[src/rtl/join_pkg.sv]
package join_pkg;

  ////////////////////////////////////////////////////////////
  // sizes
  ////////////////////////////////////////////////////////////
  localparam int WINDOW_DEPTH = 16;  // sliding window slots
  localparam int FIFO_DEPTH   = 8;   // result buffer entries
  localparam int FIFO_AW      = $clog2(FIFO_DEPTH);

  ////////////////////////////////////////////////////////////
  // tuple and result types
  ////////////////////////////////////////////////////////////
  typedef logic [7:0]  key_t;
  typedef logic [7:0]  val_t;
  typedef logic [3:0]  slot_t;
  typedef logic [15:0] count_t;  // results written so far

  typedef struct packed {
    key_t key;
    val_t val;
  } tuple_t;

  // one match, key first, slot number in the low byte
  typedef struct packed {
    key_t       key;
    val_t       stream_val;
    val_t       window_val;
    logic [7:0] slot;
  } result_t;

  typedef struct packed {
    logic [13:0] rsvd;   // reads as zero
    logic        busy;
    logic        over;
    count_t      count;
  } status_t;

  // state machines
  typedef enum logic {ENG_IDLE, ENG_SCAN} engine_state_t;
  typedef enum logic {WR_IDLE, WR_WRITE} writer_state_t;

endpackage

[src/rtl/wb_pkg.sv]
package wb_pkg;

  ////////////////////////////////////////////////////////////
  // wishbone classic
  ////////////////////////////////////////////////////////////
  typedef logic [31:0] wb_adr_t;  // byte address
  typedef logic [31:0] wb_dat_t;

  // master to slave
  typedef struct packed {
    logic    cyc;
    logic    stb;
    logic    we;
    wb_adr_t adr;
    wb_dat_t dat;
  } wb_req_t;

  // slave to master
  typedef struct packed {
    logic    ack;
    wb_dat_t dat;
  } wb_rsp_t;

  ////////////////////////////////////////////////////////////
  // host register map, byte offsets
  ////////////////////////////////////////////////////////////
  localparam wb_adr_t REG_CTRL        = 32'h00;  // bit 0 clears count and window
  localparam wb_adr_t REG_RESULT_BASE = 32'h04;
  localparam wb_adr_t REG_RESULT_MAX  = 32'h08;
  localparam wb_adr_t REG_WINDOW      = 32'h0C;  // tuple into window store
  localparam wb_adr_t REG_STREAM      = 32'h10;  // tuple to probe
  localparam wb_adr_t REG_STATUS      = 32'h14;

endpackage

[src/rtl/host_slave.sv]
`timescale 1ns/10ps

module host_slave import join_pkg::*, wb_pkg::*; (
  input  logic    ap_clk,
  input  logic    rst_n,
  input  wb_req_t host_req,
  output wb_rsp_t host_rsp,
  input  logic    engine_busy,
  input  logic    fifo_empty,
  input  logic    writer_busy,
  input  count_t  count,
  input  logic    over,
  output logic    window_wr,
  output logic    stream_wr,
  output tuple_t  tuple,
  output logic    clear,
  output wb_adr_t result_base,
  output count_t  result_max
);

  logic    ack_q;
  wb_dat_t rd_dat;
  wb_dat_t rd_mux;
  wb_adr_t offset;
  logic    req;        // new transfer not yet acked
  logic    tuple_acc;  // window or stream write
  logic    stall;
  status_t status;

  assign offset    = {24'h0, host_req.adr[7:0]};  // only the low byte decodes
  assign req       = host_req.cyc && host_req.stb && !ack_q;
  assign tuple_acc = host_req.we && ((offset == REG_WINDOW) || (offset == REG_STREAM));
  assign stall     = tuple_acc && engine_busy;  // hold the host while a scan runs

  assign status = '{rsvd: '0,
                    busy: engine_busy || writer_busy || !fifo_empty,
                    over: over,
                    count: count};

  assign host_rsp = '{ack: ack_q, dat: rd_dat};

  ////////////////////////////////////////////////////////////
  // register writes and strobes
  ////////////////////////////////////////////////////////////
  always_ff @(posedge ap_clk or negedge rst_n) begin
    if (!rst_n) begin
      ack_q       <= 1'b0;
      window_wr   <= 1'b0;
      stream_wr   <= 1'b0;
      clear       <= 1'b0;
      result_base <= '0;
      result_max  <= '0;
    end else begin
      ack_q     <= 1'b0;  // strobes last one cycle
      window_wr <= 1'b0;
      stream_wr <= 1'b0;
      clear     <= 1'b0;
      if (req && !stall) begin
        ack_q <= 1'b1;
        if (host_req.we) begin
          case (offset)
            REG_CTRL:        clear       <= host_req.dat[0];
            REG_RESULT_BASE: result_base <= host_req.dat;
            REG_RESULT_MAX:  result_max  <= host_req.dat[15:0];
            REG_WINDOW:      window_wr   <= 1'b1;
            REG_STREAM:      stream_wr   <= 1'b1;
            default: ;  // status is read only
          endcase
        end
      end
    end
  end

  // read data
  always_comb begin
    case (offset)
      REG_RESULT_BASE: rd_mux = result_base;
      REG_RESULT_MAX:  rd_mux = wb_dat_t'(result_max);
      REG_STATUS:      rd_mux = wb_dat_t'(status);
      default:         rd_mux = '0;
    endcase
  end

  always_ff @(posedge ap_clk) begin
    if (req && tuple_acc) begin
      tuple <= tuple_t'(host_req.dat[15:0]);
    end
    if (req) begin
      rd_dat <= rd_mux;
    end
  end

  // ack only answers a strobe that the master still holds
  assert property (@(posedge ap_clk) disable iff (!rst_n)
    host_rsp.ack |-> (host_req.cyc && host_req.stb));

endmodule

[src/rtl/join_engine.sv]
`timescale 1ns/10ps

module join_engine import join_pkg::*; (
  input  logic    ap_clk,
  input  logic    rst_n,
  input  logic    window_wr,
  input  logic    stream_wr,
  input  tuple_t  tuple,
  input  logic    clear,
  input  logic    fifo_full,
  output logic    push,
  output result_t result,
  output logic    engine_busy
);

  tuple_t                  win_mem [WINDOW_DEPTH];
  logic [WINDOW_DEPTH-1:0] slot_valid;
  slot_t                   wr_ptr;    // oldest slot is next to overwrite
  slot_t                   scan_idx;
  tuple_t                  probe;     // latched stream tuple
  tuple_t                  cur;
  engine_state_t           state;
  logic                    hit;
  logic                    last_slot;

  ////////////////////////////////////////////////////////////
  // window store
  ////////////////////////////////////////////////////////////
  always_ff @(posedge ap_clk) begin
    if (window_wr) begin
      win_mem[wr_ptr] <= tuple;
    end
  end

  always_ff @(posedge ap_clk or negedge rst_n) begin
    if (!rst_n) begin
      slot_valid <= '0;
      wr_ptr     <= '0;
    end else if (clear) begin
      slot_valid <= '0;
      wr_ptr     <= '0;
    end else if (window_wr) begin
      slot_valid[wr_ptr] <= 1'b1;
      wr_ptr             <= wr_ptr + 1'b1;  // wraps at 16
    end
  end

  ////////////////////////////////////////////////////////////
  // probe scan at one slot per cycle
  ////////////////////////////////////////////////////////////
  assign cur         = win_mem[scan_idx];
  assign hit         = slot_valid[scan_idx] && (cur.key == probe.key);
  assign last_slot   = (scan_idx == slot_t'(WINDOW_DEPTH - 1));
  assign engine_busy = (state == ENG_SCAN);
  assign push        = engine_busy && hit && !fifo_full;

  assign result = '{key:        probe.key,
                    stream_val: probe.val,
                    window_val: cur.val,
                    slot:       {4'h0, scan_idx}};

  always_ff @(posedge ap_clk) begin
    if (stream_wr) begin
      probe <= tuple;
    end
  end

  always_ff @(posedge ap_clk or negedge rst_n) begin
    if (!rst_n) begin
      state    <= ENG_IDLE;
      scan_idx <= '0;
    end else if (clear) begin
      state <= ENG_IDLE;
    end else begin
      case (state)
        ENG_IDLE: begin
          if (stream_wr) begin
            state    <= ENG_SCAN;
            scan_idx <= '0;
          end
        end
        ENG_SCAN: begin
          if (!fifo_full) begin  // hold slot while the buffer is full
            if (last_slot) state <= ENG_IDLE;
            scan_idx <= scan_idx + 1'b1;
          end
        end
        default: state <= ENG_IDLE;
      endcase
    end
  end

  // software clears only between scans
  assert property (@(posedge ap_clk) disable iff (!rst_n)
    clear |-> !engine_busy);

  // host side stalls tuple writes for the whole scan
  assert property (@(posedge ap_clk) disable iff (!rst_n)
    engine_busy |-> !(window_wr || stream_wr));

endmodule

[src/rtl/result_fifo.sv]
`timescale 1ns/10ps

module result_fifo import join_pkg::*; (
  input  logic    ap_clk,
  input  logic    rst_n,
  input  logic    push,
  input  result_t din,
  input  logic    pop,
  output result_t dout,
  output logic    full,
  output logic    empty
);

  result_t            mem [FIFO_DEPTH];
  logic [FIFO_AW-1:0] wr_ptr;
  logic [FIFO_AW-1:0] rd_ptr;
  logic [FIFO_AW:0]   used;   // occupancy, one bit wider than the pointers

  assign full  = (used == (FIFO_AW + 1)'(FIFO_DEPTH));
  assign empty = (used == '0);
  assign dout  = mem[rd_ptr];  // head

  always_ff @(posedge ap_clk) begin
    if (push) begin
      mem[wr_ptr] <= din;
    end
  end

  always_ff @(posedge ap_clk or negedge rst_n) begin
    if (!rst_n) begin
      wr_ptr <= '0;
      rd_ptr <= '0;
      used   <= '0;
    end else begin
      if (push) wr_ptr <= wr_ptr + 1'b1;
      if (pop)  rd_ptr <= rd_ptr + 1'b1;
      case ({push, pop})
        2'b10:   used <= used + 1'b1;
        2'b01:   used <= used - 1'b1;
        default: ;  // both or neither
      endcase
    end
  end

  // producer and consumer must honour the flags
  assert property (@(posedge ap_clk) disable iff (!rst_n)
    full |-> !push);

  assert property (@(posedge ap_clk) disable iff (!rst_n)
    empty |-> !pop);

endmodule

[src/rtl/result_writer.sv]
`timescale 1ns/10ps

module result_writer import join_pkg::*, wb_pkg::*; (
  input  logic    ap_clk,
  input  logic    rst_n,
  input  logic    clear,
  input  logic    empty,
  input  result_t head,
  output logic    pop,
  input  wb_adr_t result_base,
  input  count_t  result_max,
  output wb_req_t mem_req,
  input  wb_rsp_t mem_rsp,
  output count_t  count,
  output logic    over,
  output logic    writer_busy
);

  writer_state_t state;
  wb_adr_t       adr_q;
  wb_dat_t       dat_q;
  logic          active;     // write cycle on the bus
  logic          take;
  logic          under_max;

  assign active      = (state == WR_WRITE);
  assign under_max   = (count < result_max);
  assign take        = (state == WR_IDLE) && !empty && !clear;
  assign pop         = take;  // pop either writes or discards
  assign writer_busy = active;

  assign mem_req = '{cyc: active,
                     stb: active,
                     we:  active,
                     adr: adr_q,
                     dat: dat_q};

  ////////////////////////////////////////////////////////////
  // address and data for the next write
  ////////////////////////////////////////////////////////////
  always_ff @(posedge ap_clk) begin
    if (take && under_max) begin
      adr_q <= result_base + (wb_adr_t'(count) << 2);  // one word per result
      dat_q <= wb_dat_t'(head);
    end
  end

  always_ff @(posedge ap_clk or negedge rst_n) begin
    if (!rst_n) begin
      state <= WR_IDLE;
      count <= '0;
      over  <= 1'b0;
    end else if (clear) begin
      state <= WR_IDLE;
      count <= '0;
      over  <= 1'b0;
    end else begin
      case (state)
        WR_IDLE: begin
          if (take) begin
            if (under_max) state <= WR_WRITE;
            else           over  <= 1'b1;  // drop it once the limit is reached
          end
        end
        WR_WRITE: begin
          if (mem_rsp.ack) begin
            count <= count + 1'b1;
            state <= WR_IDLE;
          end
        end
        default: state <= WR_IDLE;
      endcase
    end
  end

  // the memory slave acks only a strobed cycle
  assert property (@(posedge ap_clk) disable iff (!rst_n)
    mem_rsp.ack |-> (mem_req.cyc && mem_req.stb));

endmodule

[src/rtl/join_top.sv]
`timescale 1ns/10ps

module join_top import join_pkg::*, wb_pkg::*; (
  input  logic    ap_clk,
  input  logic    rst_n,
  input  wb_req_t host_req,
  output wb_rsp_t host_rsp,
  output wb_req_t mem_req,
  input  wb_rsp_t mem_rsp
);

  // host port to engine
  logic    window_wr;
  logic    stream_wr;
  tuple_t  tuple;
  logic    clear;
  logic    engine_busy;

  // engine to fifo to writer
  logic    push;
  result_t push_data;
  logic    fifo_full;
  logic    fifo_empty;
  logic    pop;
  result_t head;

  // writer config and status
  wb_adr_t result_base;
  count_t  result_max;
  count_t  count;
  logic    over;
  logic    writer_busy;

  host_slave u_host_slave (
    .ap_clk      (ap_clk),
    .rst_n       (rst_n),
    .host_req    (host_req),
    .host_rsp    (host_rsp),
    .engine_busy (engine_busy),
    .fifo_empty  (fifo_empty),
    .writer_busy (writer_busy),
    .count       (count),
    .over        (over),
    .window_wr   (window_wr),
    .stream_wr   (stream_wr),
    .tuple       (tuple),
    .clear       (clear),
    .result_base (result_base),
    .result_max  (result_max)
  );

  join_engine u_join_engine (
    .ap_clk      (ap_clk),
    .rst_n       (rst_n),
    .window_wr   (window_wr),
    .stream_wr   (stream_wr),
    .tuple       (tuple),
    .clear       (clear),
    .fifo_full   (fifo_full),
    .push        (push),
    .result      (push_data),
    .engine_busy (engine_busy)
  );

  result_fifo u_result_fifo (
    .ap_clk (ap_clk),
    .rst_n  (rst_n),
    .push   (push),
    .din    (push_data),
    .pop    (pop),
    .dout   (head),
    .full   (fifo_full),
    .empty  (fifo_empty)
  );

  result_writer u_result_writer (
    .ap_clk      (ap_clk),
    .rst_n       (rst_n),
    .clear       (clear),
    .empty       (fifo_empty),
    .head        (head),
    .pop         (pop),
    .result_base (result_base),
    .result_max  (result_max),
    .mem_req     (mem_req),
    .mem_rsp     (mem_rsp),
    .count       (count),
    .over        (over),
    .writer_busy (writer_busy)
  );

endmodule

[config.mk]
export PLATFORM = sky130hd
export DESIGN_NAME = join_top
export DESIGN_NICKNAME = d
export VERILOG_FILES = /design/src/rtl/join_pkg.sv /design/src/rtl/wb_pkg.sv /design/src/rtl/host_slave.sv /design/src/rtl/join_engine.sv /design/src/rtl/result_fifo.sv /design/src/rtl/result_writer.sv /design/src/rtl/join_top.sv
export SDC_FILE = /design/constraint.sdc
export NUM_CORES = 1
export LEC_CHECK = 0
export ABC_AREA = 1
export BUFFER_PORTS_ARGS = -buffer_cell sky130_fd_sc_hd__buf_2
export CORE_ASPECT_RATIO = 2
export CORE_UTILIZATION = 55
export CTS_CLUSTER_DIAMETER = 60
export DETAILED_ROUTE_END_ITERATION = 10
export PLACE_DENSITY = 0.81
export SETUP_SLACK_MARGIN = 0.3
export SYNTH_ARGS = -nofsm -noshare
export SYNTH_HDL_FRONTEND = slang
export SYNTH_SLANG_ARGS = --single-unit
[constraint.sdc]
create_clock -name ap_clk -period 8.55 [get_ports ap_clk]
set_input_delay 0.4275 -clock ap_clk [delete_from_list [all_inputs] [get_ports ap_clk]]
set_output_delay 0.4275 -clock ap_clk [all_outputs]
set_load 0.02 [all_outputs]
==> results by group, run 1 <==
Status
  – Status: finished, final reports clean

Setup path
  – Crit path max-delay family: buffers and inverters
  – FF-to-FF Start: u_join_engine.scan_idx[0]$_DFFE_PN0P_
  – Critical path startpoint: u_join_engine.scan_idx[0]$_DFFE_PN0P_
  – Type of the worst setup path: flop to flop
  – CP endpoint: u_result_fifo.used[3]$_DFFE_PN0P_
  – Crit-path slowest cell: clkinv_2
  – CP Data Required Time: 9.04 ns
  – Crit path DAT: 6.07 ns
  – Most used cell, CP: nand2_1
  – Number of buffer and inverter stages on the critical path: 5
  – Reg-to-Reg End: u_result_fifo.used[3]$_DFFE_PN0P_
  – Max incr delay on CP: 0.97 ns
  – CP Depth: 25
  – CP max FO: 72
  – R2r setup slk: 2.97 ns
  – CP Capture Type: flop
  – Startpoint types: flop
  – Worst Reg-to-Reg Cells: 25

Synthesis
  – Async SR Flop Fraction: 14.8%
  – Seq/Total Area, Yosys: 71.1%
  – Post-synth design cell area: 29200 um^2
  – Synth Area in Simple Gates: 12.9%
  – Post-synth EDFFs: 604
  – Yosys reg bits: 709
  – Synth warn: 0
  – Mean Syn Cell Area: 11.8 um^2
  – Top FF cell, synth: edfxtp_1
  – Netlist cell types: 42
  – Cells after synthesis: 2479
  – Adder-cell area share of the yosys netlist: 1.87%
  – Largest family of logic cells by synthesized area: simple AND/OR/NAND/NOR gates
  – Post-Synth XOR/XNOR Area: 1.02%
  – Compound-cell area share of the yosys netlist: 8.76%
  – Post-synthesis mux area share: 0%

Clock network
  – H-tree depth: 2
  – CTS tree: done
  – Clock Pin Slew Worst Setup and Hold Paths: 0.07 ns
  – Later-pin clock latency in the skew report: 0.63 ns
  – Resize count post-CTS: 0
  – Inserted Clock Buffers: 55
  – Root Buffer: clkbuf_16
  – Worst-case clock buffer depth: 3
  – CTS sink count: 709

Hold path
  – Tightest Hold Check Type: primary input to flop

Global routing
  – Global-route wire length before repair: 108 mm
  – Antenna violations before repair: 1
  – GRT overflow: 0
  – Vias in the first global route: 20.5k
  – GRT Max-Usage Layer: met2
  – Met1 usage: 26.7%
  – Pin count of the biggest net entering global routing: 80
  – Met3 Use GR: 3.54%
  – All-Layer GR Usage: 26.5%
  – M2 GR Usage: 48.7%

Floorplan
  – Die area: 54100 um^2
  – Die Y: 328 um
  – Initial core utilization: 55.6%
  – Die width: 165 um
  – Core area: 52600 um^2
  – Ports: 202
  – Rows: 119

Pwr
  – Overall power: 8.08 mW
  – PD cells: 250 nW/um^2
  – VDD IR max: 235 uV
  – Leakage Power: 12.2 nW

Place
  – IO Port Bufs: 141
  – DP HPWL: 45.3 mm
  – Routability cong.: 0.937

STA
  – Worst-margin pin slew: 1.26 ns
  – Tcrit/Tclk final: 65.2%
  – Fin Hold WS: 0.0340 ns
  – RSZ-0062 raised after global routing: no
  – Crit path time final: 5.58 ns
  – Final setup fails: 0
  – Final hold viol count: 0
  – Max Clock Freq: 179 MHz
  – Layout Skew: 0.0287 ns
  – Setup TNS Final: 0 ns
  – Slew HR: 16.1%
  – Pins Over Slew Limit: 0

Layout
  – Diodes inserted: 0
  – Share of cells above drive strength 1: 11.0%
  – Final net count: 2755
  – Area growth from synthesis to layout: 10.8%
  – Fillers: 3711

Routing
  – DRT Pass-1 Iters: 9
  – Routed WL: 70.5 mm
  – Remaining DRCs: 0
  – Avg WL per Cell: 21.2 um
  – Vias/cell: 5.99
  – Iter 0 DRT Violations: 2021
  – DRT antenna net count: 0
  – Via count: 19.9k

Run
  – Max cap viols: 0
## repair_timing
item	4_1_cts	5_1_grt
hold endpoints to repair	35	0
hold buffers	9	0
setup buffers	0	0
## flip-flops by register name, indices dropped and copies added, names as in the netlist, 28 cells and up
name	flops
u_result_writer.adr_q	32
u_result_fifo.mem	224
u_result_writer.dat_q	28
u_join_engine.win_mem	256
u_host_slave.result_base	32
u_host_slave.rd_dat	32
## cells in the final DEF (no fill, tap or decap), types with 17 or more instances in the layout
| cell type | instances |
|---|---|
| nand3_1 | 104 |
| xor2_1 | 27 |
| ha_1 | 42 |
| nand2_1 | 346 |
| o22ai_1 | 48 |
| dfrtp_1 | 102 |
| nor2_1 | 435 |
| buf_4 | 41 |
| a31oi_1 | 33 |
| o21ai_1 | 26 |
| edfxtp_1 | 604 |
| clkbuf_16 | 56 |
| inv_1 | 163 |
| buf_2 | 140 |
| clkbuf_1 | 20 |
| nor3_1 | 17 |
| a21oi_1 | 52 |
| o221ai_1 | 29 |
| o21ai_0 | 255 |
## metrics by stage
step / instances / setup WS [ns] / cell area (um^2) / util [%]
after detailed placement: 3209 / 3.13 / 30500 / 58.0
final: 3321 / 2.97 / 32400 / 61.6
after global routing: 3321 / 2.57 / 32400 / 61.6
after CTS: 3321 / 3.03 / 32400 / 61.6
after floorplan: 2482 / 4.33 / 29200 / -
after global placement: 3209 / 3.33 / 30500 / 58.0
## worst min-delay path by stage
stage	startpoint	end	slack, ns	depth (start not counted)
floorplan	rst_n	u_host_slave.ack_q$_DFF_PN0_	0.13	0
detailed placement	rst_n	u_host_slave.result_base[17]$_DFFE_PN0P_	0.39	1
global route	host_req[11]	u_host_slave.tuple[11]$_DFFE_PP_	0.02	1
global placement	rst_n	u_result_writer.count[14]$_DFFE_PN0P_	0.38	1
finish	host_req[11]	u_host_slave.tuple[11]$_DFFE_PP_	0.03	1
CTS	host_req[0]	u_host_slave.tuple[0]$_DFFE_PP_	0.01	1
## worst register-to-register path: cells and delay by family, from the launching register on
family | cells | cell delay, ns
simple gates | 15 | 1.71
buf+inv | 5 | 2.45
flops | 1 | 0.40
compound gates | 3 | 0.34
fa+ha+maj | 1 | 0.39
xor+xnor | 1 | 0.16
## power by group
part | switching, mW | leakage, nW | internal, mW
clock | 1.19 | 0.868 | 1.38
combinational | 1.15 | 4.56 | 0.472
sequential | 0.0406 | 6.81 | 3.85
total | 2.38 | 12.2 | 5.70
## synthesized netlist by cell type (3+ instances only)
| library cell | number | area, um^2 |
|---|---|---|
| nor2_1 | 445 | 1670 |
| o21ai_0 | 255 | 1280 |
| nand3_1 | 104 | 521 |
| nand4_1 | 7 | 43.8 |
| ha_1 | 42 | 526 |
| clkinv_1 | 5 | 18.8 |
| xnor2_1 | 7 | 61.3 |
| buf_6 | 11 | 124 |
| nor4_1 | 5 | 31.3 |
| inv_2 | 9 | 33.8 |
| buf_4 | 16 | 120 |
| o21ai_1 | 26 | 130 |
| a21oi_1 | 52 | 260 |
| edfxtp_1 | 604 | 18100 |
| o22ai_1 | 48 | 300 |
| inv_1 | 164 | 616 |
| a31oi_1 | 33 | 206 |
| dfrtp_1 | 105 | 2630 |
| clkbuf_1 | 71 | 267 |
| o211ai_1 | 6 | 45.0 |
| nand2_1 | 346 | 1300 |
| a21boi_0 | 3 | 22.5 |
| o221ai_1 | 29 | 254 |
| nor3_1 | 17 | 85.1 |
| buf_2 | 19 | 95.1 |
| nand3_2 | 3 | 30.0 |
| xor2_1 | 27 | 236 |
## cell type report
class                      count  area [um^2]  share of cell area (%)
tap                          665          832                    2.57
clock inverter                23          262                   0.808
multi-input combinational   1476         7210                    22.3
sequential                   709        20800                    64.2
timing repair buffer         190         1100                    3.39
clock buffer                  80         1530                    4.73
inverter                     178          669                    2.07
## cell families after synthesis
kind of cell    after synthesis
simple gates                935
flops                       709
compound gates              460
buf+inv                     297
fa+ha+maj                    43
xor+xnor                     34
other cells                   1
## metal layers
layer,wire length [um],vias to the layer above
met5,0,-
met4,5140,0
met3,4360,258
met2,38300,1032
met1,22700,9709
li1,-,8903
(Power assumes the default switching activity.)
==> run 2, diff against run 1 <==
- CORE_UTILIZATION: 55 -> 54
- PLACE_DENSITY: 0.81 -> 0.82
- clock period: 8.55 -> 4.6 ns (I/O delays scaled with it)
==> run 2 against run 1 <==
  * The flow now finishes with violations (DRC)
  * Cell area grew 1.2%
  * Sequential power grew 86%
  * Via count grew 0.58%
  * Largest cell class unchanged
  * Hold slack gained 0.030 ns
  * Clock skew grew 0.0021 ns
  * Combinational power grew 91%
==> results by group, run 2 (same netlist as run 1, synthesis figures left out) <==
Status
  – Status: complete, but fails checks
  – Failing checks: DRC

Layout
  – Diodes inserted: 0
  – Final net count: 2800
  – Reg with most FFs: u_join_engine.win_mem
  – Most common cell after layout, fill and taps aside: edfxtp_1
  – Largest regs: u_join_engine.win_mem (256), u_result_fifo.mem (224)
  – Commonest cells after routing, fill and taps aside: edfxtp_1 (604), nor2_1 (435), nand2_1 (346), o21ai_0 (255), inv_1 (162)
  – Utilization after layout: 61.3%
  – Largest register FFs: 256
  – Area growth from synthesis to layout: 12.2%
  – Share of cells above drive strength 1: 11.1%

Routing
  – DRT antenna net count: 0
  – Via count: 20.0k
  – Vias/cell: 5.94
  – DRT Pass-1 Iters: 11
  – Routed WL: 70.5 mm
  – Remaining DRCs: 4
  – Iter 0 DRT Violations: 1982
  – Avg WL per Cell: 20.9 um

Pwr
  – Switching Fraction: 29.5%
  – Overall power: 14.9 mW
  – Net Sw Power: 4.40 mW
  – Leakage Power: 12.4 nW
  – PD cells: 456 nW/um^2
  – Clock power frac: 30.8%
  – Sequential share of power: 48.5%
  – VDD IR max: 355 uV
  – Gate power share: 20.7%
  – Int Pwr: 10.5 mW

Clock network
  – CTS tree: done
  – CTS sink count: 709
  – Inserted Clock Buffers: 55
  – Root Buffer: clkbuf_16
  – Worst-case clock buffer depth: 3
  – Later-pin clock latency in the skew report: 0.62 ns
  – Clock Pin Slew Worst Setup and Hold Paths: 0.07 ns
  – H-tree depth: 2

Floorplan
  – Initial core utilization: 54.6%
  – Die width: 166 um
  – Ports: 202
  – Die area: 55100 um^2
  – Core area: 53500 um^2
  – Rows: 120
  – Die Y: 331 um

Setup path
  – CP Capture Type: flop
  – Type of the worst setup path: flop to flop
  – R2r setup slk: 0.71 ns
  – Critical path startpoint: u_join_engine.scan_idx[0]$_DFFE_PN0P_
  – Crit-path slowest cell: dfrtp_4
  – Startpoint types: flop
  – Critical-path cell list: clkinv_2 -> buf_4 -> nand2_1 -> nand2_1 -> nand2_1 -> nand3_1 -> nand3_1 -> nand3_1 -> nand2_1 -> nor3_4 -> nand2_1 -> ha_1 -> nand2_1 -> inv_1 -> nor2_1 -> nand3b_1 -> o31ai_1 -> o211ai_1 -> xor2_1
  – CP Data Required Time: 5.10 ns
  – FF-to-FF Start: u_join_engine.scan_idx[0]$_DFFE_PN0P_
  – Reg-to-Reg End: u_result_fifo.used[3]$_DFFE_PN0P_
  – Most used cell, CP: nand2_1
  – Max incr delay on CP: 0.50 ns
  – CP max FO: 40
  – Worst Reg-to-Reg Cells: 19
  – Crit path DAT: 4.39 ns

STA
  – Crit path time final: 3.89 ns
  – Max Clock Freq: 257 MHz
  – Slew HR: 24.6%
  – RSZ-0062 raised after global routing: no
  – Setup TNS Final: 0 ns
  – Final hold viol count: 0
  – Final setup fails: 0
  – Worst-margin pin slew: 1.13 ns
  – Pins Over Slew Limit: 0
  – Tcrit/Tclk final: 84.6%
  – Layout Skew: 0.0308 ns

Hold path
  – Hold-critical path depth: 5
  – Hold EP: u_host_slave.window_wr$_DFF_PN0_
  – Hold Crit Start: host_req[65]
  – Tightest Hold Check Type: primary input to flop

Run
  – Max cap viols: 0

Place
  – DP HPWL: 45.2 mm
  – Routability cong.: 0.945
  – IO Port Bufs: 141

Global routing
  – Global-route wire length before repair: 108 mm
  – Vias in the first global route: 20.2k
  – Antenna violations before repair: 0
  – GRT overflow: 0
  – All-Layer GR Usage: 25.6%
  – Pin count of the biggest net entering global routing: 146
run 2: cell types whose count changed in the layout (fill, tap and decap cells not counted), sizes merged:
cell and change:
dlygate4sd3 +33, buf +12, clkbuf -12, clkinv +7
clkinvlp +2, bufinv -1, inv +1
run 2: worst max path at each step:
stage               depth (start not counted)  slack (ns)                            endpoint
floorplan                                   8        0.38  u_result_writer.adr_q[0]$_DFFE_PP_
CTS                                        19        0.77   u_result_fifo.used[3]$_DFFE_PN0P_
detailed placement                         18        0.79   u_result_fifo.used[2]$_DFFE_PN0P_
global route                               18        0.41   u_result_fifo.used[2]$_DFFE_PN0P_
global placement                           19        0.94   u_result_fifo.used[3]$_DFFE_PN0P_
finish                                     19        0.71   u_result_fifo.used[3]$_DFFE_PN0P_
run 2: worst max-delay path, delay by kind of cell (launching register included):
| kind | cells | cell delay [ns] |
|---|---|---|
| and+or+nand+nor | 12 | 1.64 |
| xor gates and xnor gates | 1 | 0.16 |
| buffers and inverters | 3 | 0.88 |
| adders and majority gates | 1 | 0.30 |
| DFF | 1 | 0.50 |
| AOI/OAI and AO/OA | 2 | 0.22 |
run 2: repair_timing:
action,in CTS,in global routing
endpoints found under the hold margin,123,0
gates resized for setup,0,0
buffers inserted,0,0
hold buffers,42,0
run 2: metal layers:
| layer | up-vias | global-route usage [%] | share of wire [%] |
|---|---|---|---|
| met3 | 300 | 3.62 | 6.5 |
| met5 | - | 0 | 0 |
| met4 | 0 | 17.8 | 6.9 |
| met2 | 1074 | 48.5 | 54 |
| li1 | 8981 | - | - |
| met1 | 9662 | 25.7 | 32 |
run 2: cell type report:
class | instances | area [um^2]
clock buffer | 68 | 1450
sequential | 709 | 20800
clock inverter | 32 | 262
inverter | 178 | 669
timing repair buffer | 235 | 1580
tap | 671 | 840
fill | 3850 | 20700
multi-input combinational | 1476 | 7210
run 2: metrics by stage:
stage	std cells	instance area (um^2)	hold slack [ns]	setup WS, ns
final	3369	32800	0.0638	0.710
after global routing	3369	32800	0.0770	0.406
after CTS	3369	32800	0.0140	0.773
after detailed placement	3227	30600	0.352	0.786
after global placement	3227	30600	0.337	0.938
after floorplan	2482	29200	-0.0656	0.379
run 2: power groups by stage:
stage / clock network [mW] / logic, mW / registers, mW
after detailed placement: 0 / 3.02 / 7.38
final: 4.60 / 3.10 / 7.24
after global placement: 0 / 2.85 / 7.37
after floorplan: 0 / 2.22 / 7.39
after CTS: 4.62 / 3.07 / 7.24
after global routing: 4.83 / 3.45 / 7.25
